--- src/design/alut_pkg.sv ---
// shared widths, table entry layout, opcodes and register map of the address lookup unit
package alut_pkg;

   localparam int addr_w = 48;   // ethernet mac address
   localparam int time_w = 32;   // timestamp of last access
   localparam int port_w = 2;    // encoded port number, four ports

   // one table entry, valid bit on top
   typedef struct packed {
      logic              valid;
      logic [time_w-1:0] last_accessed;
      logic [port_w-1:0] port;
      logic [addr_w-1:0] addr;
   } alut_entry_t;

   typedef enum logic [1:0] {
      cmd_none  = 2'd0,
      cmd_check = 2'd1
   } cmd_e;

   typedef enum logic [2:0] {
      idle, mac_chk, read_dest, valid_chk, age_chk, addr_chk, read_src, write_src
   } chk_state_e;

   localparam logic [4:0] dport_mac = 5'b1_0000;   // frame is for the switch itself
   localparam logic [4:0] dport_all = 5'b0_1111;   // broadcast to all ethernet ports

   // ------------------------------------------------------------
   // register offsets
   // ------------------------------------------------------------
   localparam logic [7:0] reg_cmd         = 8'h00;
   localparam logic [7:0] reg_daddr_lo    = 8'h04;
   localparam logic [7:0] reg_daddr_hi    = 8'h08;
   localparam logic [7:0] reg_saddr_lo    = 8'h0C;
   localparam logic [7:0] reg_saddr_hi    = 8'h10;
   localparam logic [7:0] reg_sport       = 8'h14;
   localparam logic [7:0] reg_mac_lo      = 8'h18;
   localparam logic [7:0] reg_mac_hi      = 8'h1C;
   localparam logic [7:0] reg_best_before = 8'h20;
   localparam logic [7:0] reg_status      = 8'h24;   // bit 0 busy
   localparam logic [7:0] reg_dport       = 8'h28;
   localparam logic [7:0] reg_reused      = 8'h2C;   // cleared on read
   localparam logic [7:0] reg_inv_lo      = 8'h30;
   localparam logic [7:0] reg_inv_hi      = 8'h34;
   localparam logic [7:0] reg_inv_port    = 8'h38;
   localparam logic [7:0] reg_time        = 8'h3C;

endpackage
--- src/design/alut_regs.sv ---
// axi4-lite register slave holding frame and config registers and the timestamp counter
`timescale 1ns/1ps

module alut_regs (
   input  logic                          pclk25,
   input  logic                          n_p_reset25,
   input  logic [7:0]                    awaddr,
   input  logic                          awvalid,
   output logic                          awready,
   input  logic [31:0]                   wdata,
   input  logic [3:0]                    wstrb,
   input  logic                          wvalid,
   output logic                          wready,
   output logic [1:0]                    bresp,
   output logic                          bvalid,
   input  logic                          bready,
   input  logic [7:0]                    araddr,
   input  logic                          arvalid,
   output logic                          arready,
   output logic [31:0]                   rdata,
   output logic [1:0]                    rresp,
   output logic                          rvalid,
   input  logic                          rready,
   output alut_pkg::cmd_e                command,
   output logic [alut_pkg::addr_w-1:0]   mac_addr,
   output logic [alut_pkg::addr_w-1:0]   d_addr,
   output logic [alut_pkg::addr_w-1:0]   s_addr,
   output logic [alut_pkg::port_w-1:0]   s_port,
   output logic [31:0]                   best_before,
   output logic [alut_pkg::time_w-1:0]   curr_time,
   output logic                          clear_reused,
   input  logic [4:0]                    d_port,
   input  logic                          busy,
   input  logic                          reused,
   input  logic [alut_pkg::addr_w-1:0]   lst_inv_addr,
   input  logic [alut_pkg::port_w-1:0]   lst_inv_port
);

   logic        wr_en, rd_en;   // accepted write / read this cycle
   logic [31:0] wmask;          // byte enables spread to bits
   logic [31:0] rd_val;

   function automatic logic [31:0] merge32(input logic [31:0] cur, input logic [31:0] m,
                                           input logic [31:0] d);
      return (cur & ~m) | (d & m);
   endfunction

   function automatic logic [15:0] merge16(input logic [15:0] cur, input logic [31:0] m,
                                           input logic [31:0] d);
      return (cur & ~m[15:0]) | (d[15:0] & m[15:0]);
   endfunction

   // ------------------------------------------------------------
   // axi handshakes, one transaction per channel
   // ------------------------------------------------------------
   assign wr_en   = awvalid & wvalid & ~bvalid;   // aw and w taken together
   assign awready = wr_en;
   assign wready  = wr_en;
   assign bresp   = 2'b00;                        // always okay
   assign arready = ~rvalid;
   assign rd_en   = arvalid & arready;
   assign rresp   = 2'b00;
   assign wmask   = {{8{wstrb[3]}}, {8{wstrb[2]}}, {8{wstrb[1]}}, {8{wstrb[0]}}};
   assign clear_reused = rd_en && (araddr == alut_pkg::reg_reused);

   always_ff @(posedge pclk25 or negedge n_p_reset25)
   begin
      if (!n_p_reset25)
      begin
         bvalid <= 1'b0;
         rvalid <= 1'b0;
      end
      else
      begin
         if (wr_en)
            bvalid <= 1'b1;
         else if (bready)
            bvalid <= 1'b0;
         if (rd_en)
            rvalid <= 1'b1;
         else if (rready)
            rvalid <= 1'b0;
      end
   end

   // frame and config registers
   always_ff @(posedge pclk25 or negedge n_p_reset25)
   begin
      if (!n_p_reset25)
      begin
         d_addr      <= '0;
         s_addr      <= '0;
         s_port      <= '0;
         mac_addr    <= '0;
         best_before <= '0;
      end
      else if (wr_en)
      begin
         case (awaddr)
            alut_pkg::reg_daddr_lo:    d_addr[31:0]   <= merge32(d_addr[31:0], wmask, wdata);
            alut_pkg::reg_daddr_hi:    d_addr[47:32]  <= merge16(d_addr[47:32], wmask, wdata);
            alut_pkg::reg_saddr_lo:    s_addr[31:0]   <= merge32(s_addr[31:0], wmask, wdata);
            alut_pkg::reg_saddr_hi:    s_addr[47:32]  <= merge16(s_addr[47:32], wmask, wdata);
            alut_pkg::reg_sport:       s_port <= (s_port & ~wmask[1:0]) | (wdata[1:0] & wmask[1:0]);
            alut_pkg::reg_mac_lo:      mac_addr[31:0] <= merge32(mac_addr[31:0], wmask, wdata);
            alut_pkg::reg_mac_hi:      mac_addr[47:32] <= merge16(mac_addr[47:32], wmask, wdata);
            alut_pkg::reg_best_before: best_before    <= merge32(best_before, wmask, wdata);
            default: ;   // unmapped or read only
         endcase
      end
   end

   // command pulse and free running timestamp
   always_ff @(posedge pclk25 or negedge n_p_reset25)
   begin
      if (!n_p_reset25)
      begin
         command   <= alut_pkg::cmd_none;
         curr_time <= '0;
      end
      else
      begin
         curr_time <= curr_time + 1'b1;
         if (wr_en && awaddr == alut_pkg::reg_cmd && wstrb[0] && wdata[1:0] == 2'd1 &&
             !busy && command == alut_pkg::cmd_none)
            command <= alut_pkg::cmd_check;   // dropped while a check runs
         else
            command <= alut_pkg::cmd_none;
      end
   end

   // ------------------------------------------------------------
   // read data
   // ------------------------------------------------------------
   always_comb
   begin
      case (araddr)
         alut_pkg::reg_daddr_lo:    rd_val = d_addr[31:0];
         alut_pkg::reg_daddr_hi:    rd_val = {16'd0, d_addr[47:32]};
         alut_pkg::reg_saddr_lo:    rd_val = s_addr[31:0];
         alut_pkg::reg_saddr_hi:    rd_val = {16'd0, s_addr[47:32]};
         alut_pkg::reg_sport:       rd_val = {30'd0, s_port};
         alut_pkg::reg_mac_lo:      rd_val = mac_addr[31:0];
         alut_pkg::reg_mac_hi:      rd_val = {16'd0, mac_addr[47:32]};
         alut_pkg::reg_best_before: rd_val = best_before;
         alut_pkg::reg_status:      rd_val = {31'd0, busy};
         alut_pkg::reg_dport:       rd_val = {27'd0, d_port};
         alut_pkg::reg_reused:      rd_val = {31'd0, reused};
         alut_pkg::reg_inv_lo:      rd_val = lst_inv_addr[31:0];
         alut_pkg::reg_inv_hi:      rd_val = {16'd0, lst_inv_addr[47:32]};
         alut_pkg::reg_inv_port:    rd_val = {30'd0, lst_inv_port};
         alut_pkg::reg_time:        rd_val = curr_time;
         default:                   rd_val = '0;   // unmapped reads zero
      endcase
   end

   always_ff @(posedge pclk25)
   begin
      if (rd_en)
         rdata <= rd_val;
   end

endmodule

--- config.mk ---
export PLATFORM = sky130hd
export DESIGN_NAME = alut_regs
export DESIGN_NICKNAME = d
export VERILOG_FILES = /design/src/design/alut_pkg.sv /design/src/design/alut_regs.sv
export SDC_FILE = /design/constraint.sdc
export NUM_CORES = 1
export LEC_CHECK = 0
export ABC_AREA = 1
export BUFFER_PORTS_ARGS = -buffer_cell sky130_fd_sc_hd__buf_2
export CELL_PAD_IN_SITES_DETAIL_PLACEMENT = 1
export CELL_PAD_IN_SITES_GLOBAL_PLACEMENT = 1
export CORE_ASPECT_RATIO = 0.9
export CORE_MARGIN = 2
export CORE_UTILIZATION = 37
export DETAILED_ROUTE_END_ITERATION = 10
export PLACE_DENSITY_LB_ADDON = 0.1
export SETUP_SLACK_MARGIN = 0.15
export SLEW_MARGIN = 20
export SYNTH_ARGS = -nofsm -noshare
export SYNTH_HDL_FRONTEND = slang
export SYNTH_SLANG_ARGS = --single-unit
--- constraint.sdc ---
create_clock -name pclk25 -period 2.9 [get_ports pclk25]
set_input_delay 0.435 -clock pclk25 [delete_from_list [all_inputs] [get_ports pclk25]]
set_output_delay 0.435 -clock pclk25 [all_outputs]
set_load 0.01 [all_outputs]
==> results.yml <==
outcome:
  status: "completed"
timing:
  timing.final.hold_violations: 0
  tns_ns: 0
  slew_viol_final: 0
  period_needed_ns: 2.10
  fin_crit_sh: 0.725
  skew_ns: 0.00893
  rsz0062_at_grt: "no"
  slew_headroom: 0.533
  worst_slew_pin_slew_ns: 0.699
  setup-violations-final: 0
  max_freq_mhz: 476
critical_path:
  crit_type: "input port to output pin"
  r2r_cells: 7
  cp.required_ns: 2.47
  cp_max_fo: 9
  start_kind: "input port"
  cpPeakStageDelay_ns: 0.37
  r2r_end: "curr_time[18]"
  reg2reg_slack_ns: 0.83
  slowest_stage: "nor2_2"
  cp.arrival_ns: 1.67
  crit_chain: "buf_2, inv_1, nand2_1, nor2_2, inv_1, nor3_1, buf_2"
  reg2reg_from: "curr_time[0]"
  endpoint_kind: "output pin"
worst_hold_path:
  min_to: "rvalid"
  min_path_cells: 2
  min-delay-start: "rready"
  hp-class: "input port to flip-flop"
grt:
  met2_usage: 0.446
  globalRouteMet1Util: 0.360
  grt_max_degree: 74
  antenna_found_initial: 3
  grt_use_met3: 0.0495
  grt_usage: 0.269
  grt_pass1_vias: 11200
  grt_first_pass_wirelength_um: 66400
  grt_overflow: 0
  top_usage_layer: "met2"
clock_network:
  clk_pin_slew_ns: 0.06
  htree_num_levels: 1
  clk_latency_ns: 0.53
  clock-sinks: 245
  cts_tree: "built"
  numCtsBuffers: 27
  clockRootBuffer: "clkbuf_16"
  cts_resized: 0
  cts_setup_buffers: 0
  clk_path_buf_depth: 3
pwr:
  p_leak_uw: 0.00775
  peakVddDrop_mv: 0.377
  p_per_area_nw_per_um2: 511
placed_design:
  port_buffers: 364
  gp_congestion: 0.856
  dp_cells: 2162
  place_area_um2: 13700
  dp.final_hpwl_um: 33200
detailed_routing:
  via_per_inst: 5.01
  wl_per_cell_um: 19.6
  drtAntennaViolNets: 0
  wl_um: 43400
  first_pass_iters: 5
  drc: 0
  drt_iter0_markers: 736
  num_vias: 11100
synthesis:
  synthArstFlopShare: 0.869
  avgSynthCellArea_um2: 8.04
  synth_cell_type_count: 28
  synth_area_leaders: "dfrtp_1, nand2_1, edfxtp_1"
  synth_edf_count: 32
  synth_ff_type: "dfrtp_1"
  synth-seq-cells: 245
  ys_seq_area_frac: 0.554
  syn_area_um2: 11400
  postSynthCellCount: 1414
  ys.warnings.count: 0
  synth_top_area_frac: 0.469
  synth_top_cell_by_area: "dfrtp_1"
cells_and_area:
  final_util: 0.488
  finalInstanceArea_um2: 14600
  finalNonFillerCells: 2215
  num-nets-final: 1906
  area_growth_pct: 28.8
  drive_above_1_share: 0.246
die:
  die_h_um: 170
  start_util: 0.379
  pin_count: 370
  die-width_um: 189
  rows: 60
  die_area_um2: 32100
  coreArea_um2: 30000
flow_run:
  drv_cap: 0
==> through the flow <==
| stage | power, uW | hold WS, ns | setup slack [ns] |
|---|---|---|---|
| after floorplan | 3780 | 0.139 | 0.664 |
| after global placement | 4060 | 0.438 | 0.490 |
| after detailed placement | 4070 | 0.439 | 0.452 |
| after CTS | 7550 | 0.0675 | 0.781 |
| after global routing | 7720 | 0.109 | 0.596 |
| final | 7480 | 0.0988 | 0.797 |
==> cell usage after synthesis (2+ instances only) <==
cell type and number:
nand2_1 542, nand3_1 111, nor3_4 2, xnor2_1 5, dfrtp_1 213, nor2_1 100
o21ai_0 182, nor3_1 13, a21oi_1 18, clkbuf_1 19, buf_4 8, inv_1 102
buf_2 21, nand4_1 5, and3_1 11, edfxtp_1 32, inv_2 2, xor2_1 18
==> how the worst max path moves through the flow <==
stage,startpoint,to,slack (ns)
final,araddr[4],clear_reused,0.80
after global routing,bvalid,flip-flop,0.60
after CTS,curr_time[0],curr_time[18],0.78
after detailed placement,araddr[6],rdata[16],0.45
after global placement,araddr[6],rdata[16],0.49
after floorplan,arvalid,clear_reused,0.66
==> final cells by class <==
type                       count  area (um2)
antenna                        3        7.51
timing repair buffer         390        2070
fill                        3758       15400
multi-input combinational   1021        4490
sequential                   245        6290
clock buffer                  37         785
inverter                     104         390
clock inverter                12         108
tap                          403         504
==> critical path: cells and delay by family <==
family | cells | cell delay (ns)
simple gates | 3 | 0.65
buf+inv | 4 | 0.58
==> per-layer routing <==
layer | vias up | share of wire
met5 | - | 0
met4 | 0 | 0.030
met3 | 59 | 0.065
met2 | 345 | 0.47
met1 | 5407 | 0.44
li1 | 5290 | -
==> cells in the final DEF (no fill, tap or decap), types with 6 or more instances in the layout <==
master and n:
and3_1 11, clkbuf_16 28, inv_1 102, clkinv_2 6, o21ai_0 182, buf_4 22
xor2_1 18, a21oi_1 18, buf_2 363, nand2_1 542, nand3_1 111, edfxtp_1 32
nor3_1 13, dfrtp_1 213, nor2_1 95
==> power by group <==
group | internal [uW] | switching [uW]
combinational | 135 | 283
sequential | 3550 | 39.4
clock | 2060 | 1410
total | 5740 | 1740
==> logic make-up (layout without fill, tap and decap cells) <==
group | after synthesis | after routing | share of synthesized area
AOI/OAI and AO/OA | 200 | 200 | 0.0881
xor gates and xnor gates | 23 | 23 | 0.0177
adders and majority gates | 1 | 1 | 0.00110
buffers and inverters | 152 | 543 | 0.0552
DFF | 245 | 245 | 0.554
other | 1 | 8 | 0.000330
and+or+nand+nor | 792 | 792 | 0.284
==> repair_timing <==
item | 4_1_cts | 5_1_grt
endpoints found under the setup margin | 0 | 0
hold endpoints to repair | 60 | 0
hold buffers | 1 | 0
Note: power is estimated with default switching activity, not from simulation.
